### config.mk
export PLATFORM = sky130hd
export DESIGN_NAME = mem_arbiter
export DESIGN_NICKNAME = d
export VERILOG_FILES = /design/src/hw/mem_arbiter_pkg.sv /design/src/hw/bank_arbiter.sv /design/src/hw/grant_merge.sv /design/src/hw/mem_arbiter.sv
export VERILOG_INCLUDE_DIRS = /design/src /design/src/hw
export SDC_FILE = /design/constraint.sdc
export NUM_CORES = 1
export LEC_CHECK = 0
export BUFFER_PORTS_ARGS = -buffer_cell sky130_fd_sc_hd__buf_4
export CAP_MARGIN = 20
export CORE_AREA = 3 3 137 139
export DETAILED_ROUTE_END_ITERATION = 12
export DIE_AREA = 0 0 140 142
export PLACE_DENSITY = 0.71
export SYNTH_ARGS = -nofsm -noshare
export SYNTH_HDL_FRONTEND = slang
export SYNTH_HIERARCHICAL = 1
export SYNTH_SLANG_ARGS = --single-unit
### constraint.sdc
create_clock -name CLK -period 2.1 [get_ports CLK]
set_input_delay 0.315 -clock CLK [delete_from_list [all_inputs] [get_ports CLK]]
set_output_delay 0.315 -clock CLK [all_outputs]
set_load 0.02 [all_outputs]
### src/hw/mem_arbiter_defines.svh
`ifndef MEM_ARBITER_DEFINES_SVH
`define MEM_ARBITER_DEFINES_SVH

// requester side address, bank select on top of the in-bank word address
`define MEM_ADDR_W 16

// word address inside one bank
`define BANK_ADDR_W 14

// top address bits pick the bank
`define BANK_SEL_W 2

// memory word
`define DATA_W 16

// one enable per byte of the word
`define MASK_W 2

// four single-port banks of 16K words
`define NUM_BANKS 4

// sprite, flash loader and CPU
// index order is also the priority order
`define NUM_REQ 3

`endif

### src/hw/mem_arbiter_pkg.sv
`include "mem_arbiter_defines.svh"

package mem_arbiter_pkg;

	// requester index, lower index wins
	typedef logic [$clog2(`NUM_REQ)-1:0] req_id_t;

	localparam req_id_t REQ_SP  = 0;
	localparam req_id_t REQ_FL  = 1;
	localparam req_id_t REQ_CPU = 2;

	// request from one requester, held stable until ready
	typedef struct packed {
		logic                   valid;
		logic                   wr;
		logic [`MEM_ADDR_W-1:0] addr;
		logic [`DATA_W-1:0]     wdata;
		logic [`MASK_W-1:0]     mask;
	} mem_req_t;

	// response back to one requester
	typedef struct packed {
		logic               ready;
		logic [`DATA_W-1:0] rdata;
	} mem_rsp_t;

	// command to one single-port bank
	typedef struct packed {
		logic [`BANK_ADDR_W-1:0] addr;
		logic [`DATA_W-1:0]      din;
		logic [`MASK_W-1:0]      mask;
		logic                    wr;
	} bank_cmd_t;

	// per bank grant state
	typedef enum logic [1:0] {
		S_IDLE,
		S_GRANT_SP,
		S_GRANT_FL,
		S_GRANT_CPU
	} bank_state_t;

endpackage

### src/hw/bank_arbiter.sv
`timescale 1ns/1ps
`include "mem_arbiter_defines.svh"

module bank_arbiter #(
	parameter int unsigned BANK_SEL = 0
) (
	input  logic                       CLK,
	input  logic                       RSTb,
	input  mem_arbiter_pkg::mem_req_t  reqs [`NUM_REQ],
	output mem_arbiter_pkg::bank_cmd_t cmd,
	output logic [`NUM_REQ-1:0]        grant
);

	// address top bits that map onto this bank
	localparam logic [`BANK_SEL_W-1:0] SEL = BANK_SEL[`BANK_SEL_W-1:0];

	mem_arbiter_pkg::bank_state_t state;
	mem_arbiter_pkg::bank_state_t state_next;

	// requesters asking for this bank
	logic [`NUM_REQ-1:0] hit;

	// winner among the hits
	mem_arbiter_pkg::req_id_t pick;
	logic                     pick_valid;

	// requester that currently owns the bank
	mem_arbiter_pkg::req_id_t owner;
	logic                     owned;

	// bank command for one requester
	// sprite only reads, flash loader always writes the whole word
	function automatic mem_arbiter_pkg::bank_cmd_t req_cmd(
		input mem_arbiter_pkg::req_id_t  id,
		input mem_arbiter_pkg::mem_req_t req
	);
		mem_arbiter_pkg::bank_cmd_t c;
		c.addr = req.addr[`BANK_ADDR_W-1:0];
		c.din  = '0;
		c.mask = '1;
		c.wr   = 1'b0;
		case (id)
			mem_arbiter_pkg::REQ_FL: begin
				c.din = req.wdata;
				c.wr  = 1'b1;
			end
			mem_arbiter_pkg::REQ_CPU: begin
				c.din  = req.wdata;
				c.mask = req.mask;
				c.wr   = req.wr;
			end
			default: ;
		endcase
		return c;
	endfunction

	// grant state that belongs to a requester
	function automatic mem_arbiter_pkg::bank_state_t grant_state(
		input mem_arbiter_pkg::req_id_t id
	);
		mem_arbiter_pkg::bank_state_t s;
		case (id)
			mem_arbiter_pkg::REQ_SP: s = mem_arbiter_pkg::S_GRANT_SP;
			mem_arbiter_pkg::REQ_FL: s = mem_arbiter_pkg::S_GRANT_FL;
			default:                 s = mem_arbiter_pkg::S_GRANT_CPU;
		endcase
		return s;
	endfunction

	// address decode per requester
	always_comb begin
		for (int i = 0; i < `NUM_REQ; i++) begin
			hit[i] = reqs[i].valid &&
				(reqs[i].addr[`MEM_ADDR_W-1 -: `BANK_SEL_W] == SEL);
		end
	end

	// fixed priority, walk from lowest so the highest one overwrites
	always_comb begin
		pick       = mem_arbiter_pkg::REQ_SP;
		pick_valid = 1'b0;
		for (int i = `NUM_REQ - 1; i >= 0; i--) begin
			if (hit[i]) begin
				pick       = mem_arbiter_pkg::req_id_t'(i);
				pick_valid = 1'b1;
			end
		end
	end

	// decode the owner from the grant state
	always_comb begin
		owner = mem_arbiter_pkg::REQ_SP;
		owned = 1'b1;
		case (state)
			mem_arbiter_pkg::S_GRANT_SP:  owner = mem_arbiter_pkg::REQ_SP;
			mem_arbiter_pkg::S_GRANT_FL:  owner = mem_arbiter_pkg::REQ_FL;
			mem_arbiter_pkg::S_GRANT_CPU: owner = mem_arbiter_pkg::REQ_CPU;
			default: owned = 1'b0;
		endcase
	end

	// bank command and next state
	always_comb begin
		state_next = state;

		// resting command, nothing written
		cmd.addr = '0;
		cmd.din  = '0;
		cmd.mask = '1;
		cmd.wr   = 1'b0;

		if (!owned) begin
			// accept in the same cycle, the read word shows up next cycle
			if (pick_valid) begin
				cmd        = req_cmd(pick, reqs[pick]);
				state_next = grant_state(pick);
			end
		end else begin
			cmd = req_cmd(owner, reqs[owner]);
			// valid dropped, release the bank without a stray write
			if (!reqs[owner].valid) begin
				cmd.wr     = 1'b0;
				state_next = mem_arbiter_pkg::S_IDLE;
			end
		end
	end

	// ready for the owner, held through the releasing cycle too
	always_comb begin
		grant = '0;
		if (owned) begin
			grant[owner] = 1'b1;
		end
	end

	always_ff @(posedge CLK) begin
		if (!RSTb) begin
			state <= mem_arbiter_pkg::S_IDLE;
		end else begin
			state <= state_next;
		end
	end

endmodule

### src/hw/grant_merge.sv
`timescale 1ns/1ps
`include "mem_arbiter_defines.svh"

module grant_merge (
	input  logic [`NUM_REQ-1:0]       grants    [`NUM_BANKS],
	input  logic [`DATA_W-1:0]        bank_dout [`NUM_BANKS],
	output mem_arbiter_pkg::mem_rsp_t rsps      [`NUM_REQ]
);

	// grants seen from the requester side, one bit per bank
	logic [`NUM_BANKS-1:0] req_grant [`NUM_REQ];

	// bank read data gated by the grant of each requester
	logic [`DATA_W-1:0] gated [`NUM_REQ][`NUM_BANKS];

	// turn bank-major grants into requester-major ones
	always_comb begin
		for (int r = 0; r < `NUM_REQ; r++) begin
			for (int b = 0; b < `NUM_BANKS; b++) begin
				req_grant[r][b] = grants[b][r];
			end
		end
	end

	// a requester only ever holds one bank, so an OR is enough
	always_comb begin
		for (int r = 0; r < `NUM_REQ; r++) begin
			for (int b = 0; b < `NUM_BANKS; b++) begin
				if (req_grant[r][b]) begin
					gated[r][b] = bank_dout[b];
				end else begin
					gated[r][b] = '0;
				end
			end
		end
	end

	// one response per requester
	// zero data when no bank grants it
	always_comb begin
		for (int r = 0; r < `NUM_REQ; r++) begin
			rsps[r].ready = |req_grant[r];
			rsps[r].rdata = '0;
			for (int b = 0; b < `NUM_BANKS; b++) begin
				rsps[r].rdata = rsps[r].rdata | gated[r][b];
			end
		end
	end

endmodule

### src/hw/mem_arbiter.sv
`timescale 1ns/1ps
`include "mem_arbiter_defines.svh"

module mem_arbiter (
	input  logic                       CLK,
	input  logic                       RSTb,

	// sprite controller, read only
	input  mem_arbiter_pkg::mem_req_t  sp_req,
	output mem_arbiter_pkg::mem_rsp_t  sp_rsp,

	// flash loader, write only
	input  mem_arbiter_pkg::mem_req_t  fl_req,
	output mem_arbiter_pkg::mem_rsp_t  fl_rsp,

	// CPU, read or byte masked write
	input  mem_arbiter_pkg::mem_req_t  cpu_req,
	output mem_arbiter_pkg::mem_rsp_t  cpu_rsp,

	// external single-port banks
	output mem_arbiter_pkg::bank_cmd_t bank_cmd  [`NUM_BANKS],
	input  logic [`DATA_W-1:0]         bank_dout [`NUM_BANKS]
);

	// requests in priority order
	mem_arbiter_pkg::mem_req_t reqs [`NUM_REQ];

	// responses in the same order
	mem_arbiter_pkg::mem_rsp_t rsps [`NUM_REQ];

	// grant vector of every bank
	logic [`NUM_REQ-1:0] grants [`NUM_BANKS];

	assign reqs[mem_arbiter_pkg::REQ_SP]  = sp_req;
	assign reqs[mem_arbiter_pkg::REQ_FL]  = fl_req;
	assign reqs[mem_arbiter_pkg::REQ_CPU] = cpu_req;

	assign sp_rsp  = rsps[mem_arbiter_pkg::REQ_SP];
	assign fl_rsp  = rsps[mem_arbiter_pkg::REQ_FL];
	assign cpu_rsp = rsps[mem_arbiter_pkg::REQ_CPU];

	// one arbiter per bank, banks run independently
	genvar b;
	generate
		for (b = 0; b < `NUM_BANKS; b++) begin : g_bank
			bank_arbiter #(
				.BANK_SEL (b)
			) u_bank_arbiter (
				.CLK   (CLK),
				.RSTb  (RSTb),
				.reqs  (reqs),
				.cmd   (bank_cmd[b]),
				.grant (grants[b])
			);
		end
	endgenerate

	// fold the bank grants and read data back per requester
	grant_merge u_grant_merge (
		.grants    (grants),
		.bank_dout (bank_dout),
		.rsps      (rsps)
	);

endmodule

# Word-level counts from Yosys, hierarchy flattened
# Cells that the tools add are included.
[word_totals] out_inout_bits=183 regBits=8 input_bits=174
[classes] n_eq_ne=41 n_reduce_logical=46 n_mux=132 magnitude_cmp=16 bitwise=17
[ops] operator="$bmux W36 S2" n=8
[ops] operator="$mux W16" n=20
[ops] operator="$mux W36" n=8
[ops] operator="$mux W35" n=8
[ops] operator="$mux W33" n=8
[ops] operator="$or A16 B16 Y16" n=9
[ops] operator="$mux W2" n=32
[ops] operator="$eq A2 B2 Y1 const B" n=22
[ops] operator="$pmux W2 S2" n=8
[ops] operator="$eq A2 B1 Y1 const B" n=15
[ops] operator="$ge A3 B3 Y1 const B" n=8
[ops] operator="$mux W1" n=24
[ops] operator="$not A2 Y3" n=8
[ops] operator="$logic_and A1 B1 Y1" n=16
[ops] operator="$pmux W1 S2" n=8
[ops] operator="$reduce_or A2 Y1" n=8
[ops] operator="$logic_not A2 Y1" n=7
[ops] operator="$lt A2 B3 Y1 const B" n=4
[ops] operator="$mux W3" n=4
[ops] operator="$reduce_or A3 Y1" n=4
[ops] operator="$reduce_or A4 Y1" n=3
[ops] operator="$demux W1 S2" n=4
[ops] operator="$ge A2 B1 Y1 const B" n=4
[ops] operator="$ne A2 B2 Y1 const B" n=4
[ops] operator="other kinds (2)" n=8

# Depth between registers and ports, before layout
# Gate-level depths: netlist (run 1).
[depth] word_depth=12 depth_mapped=9

# Cells and area by module
# The synthesis (run 1) kept the hierarchy.
[modules_own_cells] mod="bank_arbiter (g_bank[1].u_bank_arbiter ...)" area_each_um2=1420.1 cells_per_inst=187 instances=2 seq_area_each_um2=40.0
[modules_own_cells] mod="bank_arbiter (g_bank[0].u_bank_arbiter)" area_each_um2=1403.8 cells_per_inst=186 instances=1 seq_area_each_um2=40.0
[modules_own_cells] mod="bank_arbiter (g_bank[3].u_bank_arbiter)" area_each_um2=1342.5 cells_per_inst=183 instances=1 seq_area_each_um2=40.0
[modules_own_cells] mod="grant_merge" area_each_um2=1073.5 cells_per_inst=171 instances=1 seq_area_each_um2=0.0

# Least setup slack after synthesis (run 1)
# No wires, ideal clock.
[synth_path] path_kind="register to output" startpoint="register g_bank[0].u_bank_arbiter.state[1]" endpoint="output sp_rsp[16] (netlist name)" t_arrival_ns=1.831 path_stages_with_launch=7 path_slack_ns=-0.046 n_path_buf=4 path_cell_list="dfxtp_1 -> clkbuf_1 -> clkbuf_1 -> clkbuf_1 -> nor2_1 -> buf_6 -> or4_4"
[synth_lines] item="start: declaration" line_no="bank_arbiter.sv:17" rtl="mem_arbiter_pkg::bank_state_t state;"
[synth_lines] item="start signal: assignment" line_no="bank_arbiter.sv:138" rtl="state <= mem_arbiter_pkg::S_IDLE;"
[synth_lines] item="start signal: assignment" line_no="bank_arbiter.sv:140" rtl="state <= state_next;"
[synth_lines] item="end: declaration" line_no="mem_arbiter.sv:10" rtl="output mem_arbiter_pkg::mem_rsp_t sp_rsp,"

==> flow_summary.json, run 1 <==
{
  "status": "finished clean",
  "core-area_um2": 17800,
  "grt_max_degree": 62,
  "numCtsBuffers": 3,
  "place_inst": 1428,
  "yosysWarnings": 6,
  "maxCapViolations": 0,
  "tns_ps": 0,
  "grt_pass1_vias": 8509,
  "path_class": "in2out",
  "place.gp.congestion": 0.927,
  "tritoncts": "yes",
  "final_cell_mix": "385 x buf_4, 130 x nand2_1, 96 x a22oi_1",
  "fill_cells": 1692,
  "synth_edf_count": 0,
  "htreeDepth": 1,
  "async_flop_share_pct": 0,
  "wl_per_cell_um": 22.8,
  "worst_pin_slew_ps": 377,
  "root_buffer": "clkbuf_16",
  "reg2reg_to": "g_bank[0].u_bank_arbiter/state[1]$_SDFFE_PN0P_",
  "rrSetupSlack_ps": 680,
  "slew_violations": 0,
  "drc": 0,
  "ys_types": 50,
  "hold_violations": 0,
  "min_path_type": "in2reg",
  "period_share_pct": 98.4,
  "grt_pass1_wl_um": 48400,
  "diodes": 0,
  "setup_viol": 0,
  "critPathCaptureType": "output port",
  "gr-total-overflow": 0,
  "antenna_found_initial": 0,
  "drt-total-wl_um": 33000,
  "cp-start-kind": "primary input",
  "top_regs": "g_bank.u_bank_arbiter/state: 8 flops",
  "cts_max_path_buffers": 2,
  "instances_no_fill": 1450,
  "max_freq_ghz": 0.484,
  "die_h_um": 142,
  "largest-register": "g_bank.u_bank_arbiter/state",
  "synthFlopType": "dfxtp_1",
  "hold_path_startpoint": "RSTb",
  "netlist_area_um2": 6660,
  "clk_latency_ps": 230,
  "cts_sinks": 8,
  "row_count": 49,
  "synth_fp_nets": 1088,
  "first_pass_iters": 6,
  "dp_hpwl_um": 22300,
  "cp.arrival_ps": 1750,
  "syn_area_per_cell_um2": 7.29,
  "antenna_left": 0,
  "final_common_cell": "buf_4",
  "skew_ps": 0.727,
  "power_w": 0.00382,
  "fin_nets": 1397,
  "reg2reg_depth": 4,
  "die_w_um": 140,
  "post_route_cells_drive_above_1_share_pct": 41.3,
  "holdPathEnd": "g_bank[3].u_bank_arbiter/state[1]$_SDFFE_PN0P_",
  "grtUsageTotal_pct": 29.2,
  "irDropWorstVdd_uv": 224,
  "r2r-start": "g_bank[0].u_bank_arbiter/state[1]$_SDFFE_PN0P_",
  "setup_ws_ps": 33.7,
  "ys_ff_latch": 8,
  "seq_area_frac_synth_pct": 2.40,
  "power.density_nw_per_um2": 381,
  "rsz0062_at_grt": "yes",
  "routed_via_density": 6.64,
  "power.leakage_nw": 4.41,
  "slew_headroom_pct": 74.7,
  "cp_max_fo": 61,
  "vias": 9627,
  "die_area_um2": 19900,
  "syn_to_final_growth_pct": 50.6,
  "pre_cts_ws_ps": -359,
  "dr.first_iter.drc_count": 1045,
  "hold_buffers": 0,
  "min_period_ps": 2070,
  "netlist_instances": 914,
  "cts.clk_slew.worst_paths_ps": 40,
  "initial_utilization_pct": 37.5,
  "portBuffers": 334,
  "largest_reg_flops": 8,
  "holdPathStages": 3,
  "ios": 357,
  "cp.required_ps": 1780
}
-- per-stage QoR --
stage | area, µm² | hold slack, ps | utilization, %
2_1_floorplan | 6660 | 447 | -
3_3_place_gp | 9510 | 619 | 53.5
3_5_place_dp | 9510 | 623 | 53.5
4_1_cts | 9780 | 383 | 55.0
5_1_grt | 10000 | 406 | 56.4
6_report | 10000 | 392 | 56.4
-- per-layer routing --
| metal | routed length, µm | GRT usage (%) | vias to the layer above |
|---|---|---|---|
| met3 | 3590 | 5.04 | 100 |
| met1 | 13400 | 40.8 | 4517 |
| met5 | 0 | 0 | - |
| li1 | - | - | 4320 |
| met2 | 14800 | 45.9 | 690 |
| met4 | 1200 | 9.08 | 0 |
-- critical path, cell delays in order --
cell,delay (ps)
buf_4,110
buf_16,230
nand3b_4,200
buf_4,250
a31oi_1,120
o221ai_1,280
buf_4,210
-- repair_timing --
| item | CTS | global route |
|---|---|---|
| endpoints found under the setup margin | 121 | 123 |
| pin swaps | 14 | 5 |
| setup buffers | 3 | 9 |
| gates cloned | 4 | 4 |
| resized for setup | 17 | 29 |
-- cells in the mapped netlist (all sizes together) (8+ instances only) --
| master | instances | area [µm²] |
|---|---|---|
| nand2 | 130 | 488 |
| a22oi | 96 | 721 |
| nor2b | 72 | 450 |
| a221o | 64 | 641 |
| mux2i | 64 | 641 |
| buf | 61 | 384 |
| mux2 | 60 | 676 |
| o221ai | 58 | 508 |
| a31oi | 56 | 350 |
| clkbuf | 56 | 210 |
| o21ai | 42 | 210 |
| and4b | 29 | 294 |
| and4 | 16 | 145 |
| nor4bb | 14 | 140 |
| inv | 12 | 45.1 |
| a21o | 8 | 60.1 |
| dfxtp | 8 | 160 |
| nor2 | 8 | 30.0 |
-- worst max-delay path by stage --
stage | from | to | cells past startpoint
after floorplan | g_bank[0].u_bank_arbiter/state[1]$_SDFFE_PN0P_ | fl_rsp[14] | 8
after global placement | fl_req[33] | bank_cmd[105] | 5
after detailed placement | fl_req[33] | bank_cmd[102] | 5
after CTS | g_bank[1].u_bank_arbiter/state[0]$_SDFFE_PN0P_ | bank_cmd[66] | 5
after global routing | g_bank[3].u_bank_arbiter/state[0]$_SDFFE_PN0P_ | bank_cmd[6] | 5
final | fl_req[32] | bank_cmd[63] | 7
-- logic make-up (layout without fill, tap and decap cells) --
logic type | after synthesis | after routing | synth area share, %
multiplexers | 124 | 124 | 19.8
flip-flops | 8 | 8 | 2.40
buffers and inverters | 129 | 434 | 9.60
AND/OR/NAND/NOR | 305 | 307 | 28.1
AO/OA/AOI/OAI | 348 | 348 | 40.1
-- power by group --
group	switching [W]	total [W]	internal (W)
Combinational	0.00183	0.00331	0.00148
Clock	0.0000703	0.000315	0.000245
Sequential	0.0000299	0.000197	0.000167
Total	0.00193	0.00382	0.00189
-- layout make-up --
type                       count  area [µm²]  share of cell area [%]
clock buffer                   3        75.1                   0.748
sequential                     8         180                    1.80
tap                          229         287                    2.86
inverter                      12        45.0                   0.449
timing repair buffer         419        3500                    34.8
multi-input combinational    779        5950                    59.3
No activity file was read; power rests on OpenSTA's default activity.
==> run 2: changes to the inputs <==
SETUP_SLACK_MARGIN = 0.15   (was default)
==> flow_summary.json, run 2 (synthesis gave the netlist of run 1 again) <==
{
  "status": "finished clean",
  "slew_violations": 0,
  "worst_pin_slew_ps": 475,
  "pwr-share-comb_pct": 88.4,
  "syn_to_final_growth_pct": 75.8,
  "wl_per_cell_um": 26.4,
  "row_count": 49,
  "antenna_found_initial": 0,
  "hold_violations": 0,
  "final_cell_mix": "342 x buf_4, 121 x nand2_1, 88 x a22oi_1",
  "slew_headroom_pct": 68.4,
  "p_switching_w": 0.00223,
  "numCtsBuffers": 3,
  "grt_busiest_layer": "met2",
  "htreeDepth": 1,
  "fill_cells": 1434,
  "post_route_cells_drive_above_1_share_pct": 50.0,
  "die_w_um": 140,
  "cts_sinks": 8,
  "final_common_cell": "buf_4",
  "cpLargestDelayFamily": "simple AND/OR/NAND/NOR gates",
  "ios": 357,
  "r2r-start": "g_bank[3].u_bank_arbiter/state[1]$_SDFFE_PN0P_",
  "first_pass_iters": 8,
  "drc": 0,
  "multiInputGateArea_um2": 6460,
  "dp_hpwl_um": 22600,
  "max_stage_delay_ps": 420,
  "antenna_left": 0,
  "worst_path_max_delay_cell": "or3b_4",
  "cts.clk_slew.worst_paths_ps": 40,
  "power.internal_w": 0.00227,
  "max_freq_ghz": 0.476,
  "seq_area_um2": 185,
  "die_h_um": 142,
  "power.leakage_nw": 5.03,
  "grt_max_degree": 57,
  "rsz0062_at_grt": "yes",
  "met2_usage_pct": 48.3,
  "dr.first_iter.drc_count": 1687,
  "irDropWorstVdd_uv": 231,
  "portBuffers": 334,
  "p_sw_share_pct": 49.5,
  "grtUsageTotal_pct": 31.9,
  "dpl_cell_area_um2": 9510,
  "worstPathCellList": "buf_6 > or3b_4 > buf_12 > or4_1 > o211ai_1 > buf_4",
  "setup_viol": 0,
  "drt-total-wl_um": 39800,
  "cp.required_ps": 1780,
  "period_share_pct": 100,
  "use_met3_pct": 7.09,
  "tritoncts": "yes",
  "path_class": "in2out",
  "clk_latency_ps": 230,
  "power.density_nw_per_um2": 384,
  "place.gp.congestion": 0.938,
  "worst-path-buf-inv": 3,
  "initial_utilization_pct": 37.5,
  "top_regs": "g_bank.u_bank_arbiter/state: 8 flops",
  "largest_reg_flops": 8,
  "final_cell_area_um2": 11700,
  "reg2reg_to": "g_bank[3].u_bank_arbiter/state[1]$_SDFFE_PN0P_",
  "min_path_type": "in2reg",
  "root_buffer": "clkbuf_16",
  "diodes": 0,
  "fin_nets": 1457,
  "cp_max_fo": 5,
  "p_clk_share_pct": 7.2,
  "core-area_um2": 17800,
  "cp-start-kind": "primary input",
  "cp.arrival_ps": 1780,
  "seqPwrFrac_pct": 4.4,
  "min_period_ps": 2100,
  "grt_use_met1_pct": 43.7,
  "maxCapViolations": 0,
  "die_area_um2": 19900,
  "hold_path_startpoint": "RSTb",
  "rrSetupSlack_ps": 660,
  "vias": 10519,
  "critPathCaptureType": "output port",
  "largest-register": "g_bank.u_bank_arbiter/state",
  "grt_pass1_vias": 8980,
  "cts_max_path_buffers": 2,
  "holdPathStages": 3,
  "holdPathEnd": "g_bank[3].u_bank_arbiter/state[1]$_SDFFE_PN0P_",
  "tns_ps": 0,
  "gr-total-overflow": 0,
  "skew_ps": 0.0439,
  "routed_via_density": 6.97,
  "grt_pass1_wl_um": 52200,
  "reg2reg_depth": 5
}
[run 2: cell count changes in the layout (fill, tap and decap cells not counted), sizes merged]
cell,previous run,this run
and4,16,18
buf,413,461
clkbuf,7,16
bufbuf,2,3
[run 2: timing repair]
item | in CTS | in global routing
gates cloned | 11 | 14
pin swaps | 40 | 39
resized for setup | 74 | 176
endpoints found under the setup margin | 131 | 151
hold buffers | 0 | 0
buffers inserted | 19 | 38
[run 2: worst max-delay path by stage]
stage                                                               from            end  slack (ps)  cells past startpoint
after detailed placement                                      fl_req[32]   bank_cmd[51]        -290                      6
after floorplan                                               fl_req[33]  bank_cmd[110]         100                      6
final                                                         fl_req[32]   bank_cmd[99]         0.6                      6
after global placement                                        fl_req[32]   bank_cmd[38]        -270                      6
after global routing      g_bank[3].u_bank_arbiter/state[1]$_SDFFE_PN0P_   bank_cmd[10]           4                      5
after CTS                                                     fl_req[32]  bank_cmd[111]          70                      6
[run 2: per-stage QoR]
step / power, W / hold WS [ps] / setup slack [ps] / util [%] / cells
after floorplan: 0.00190 / 447 / 95.1 / - / 914
after global placement: 0.00329 / 579 / -266 / 53.5 / 1425
after detailed placement: 0.00331 / 580 / -287 / 53.5 / 1425
after CTS: 0.00390 / 383 / 67.5 / 58.1 / 1458
after global routing: 0.00465 / 402 / 3.59 / 65.8 / 1510
final: 0.00450 / 397 / 0.566 / 65.8 / 1510
[run 2: per-layer routing]
metal,wire (µm),vias up
met3,5040,275
met2,17400,946
li1,-,4467
met1,14700,4831
met5,0,-
met4,2670,0
[run 2: final cells by class]
type                    instances  share of cell area (%)
clock buffers                   3                   0.641
inverters                      12                   0.470
multi-input cells             781                    55.2
flip-flops and latches          8                    1.58
well taps                     229                    2.45
repair buffers                477                    39.7
[run 2: worst register-to-register path: stages, from the launching register on]
cell and delay [ps]:
dfxtp_2 320, a311o_1 400, buf_8 200, buf_4 150
a21o_1 160, a21oi_1 130
[run 2: power by group through the flow]
stage	sequential, W	combinational [W]	clock (W)
after floorplan	0.000173	0.00173	0
after global placement	0.000204	0.00308	0
after detailed placement	0.000204	0.00310	0
after CTS	0.000207	0.00337	0.000321
after global routing	0.000200	0.00411	0.000330
final	0.000198	0.00398	0.000323
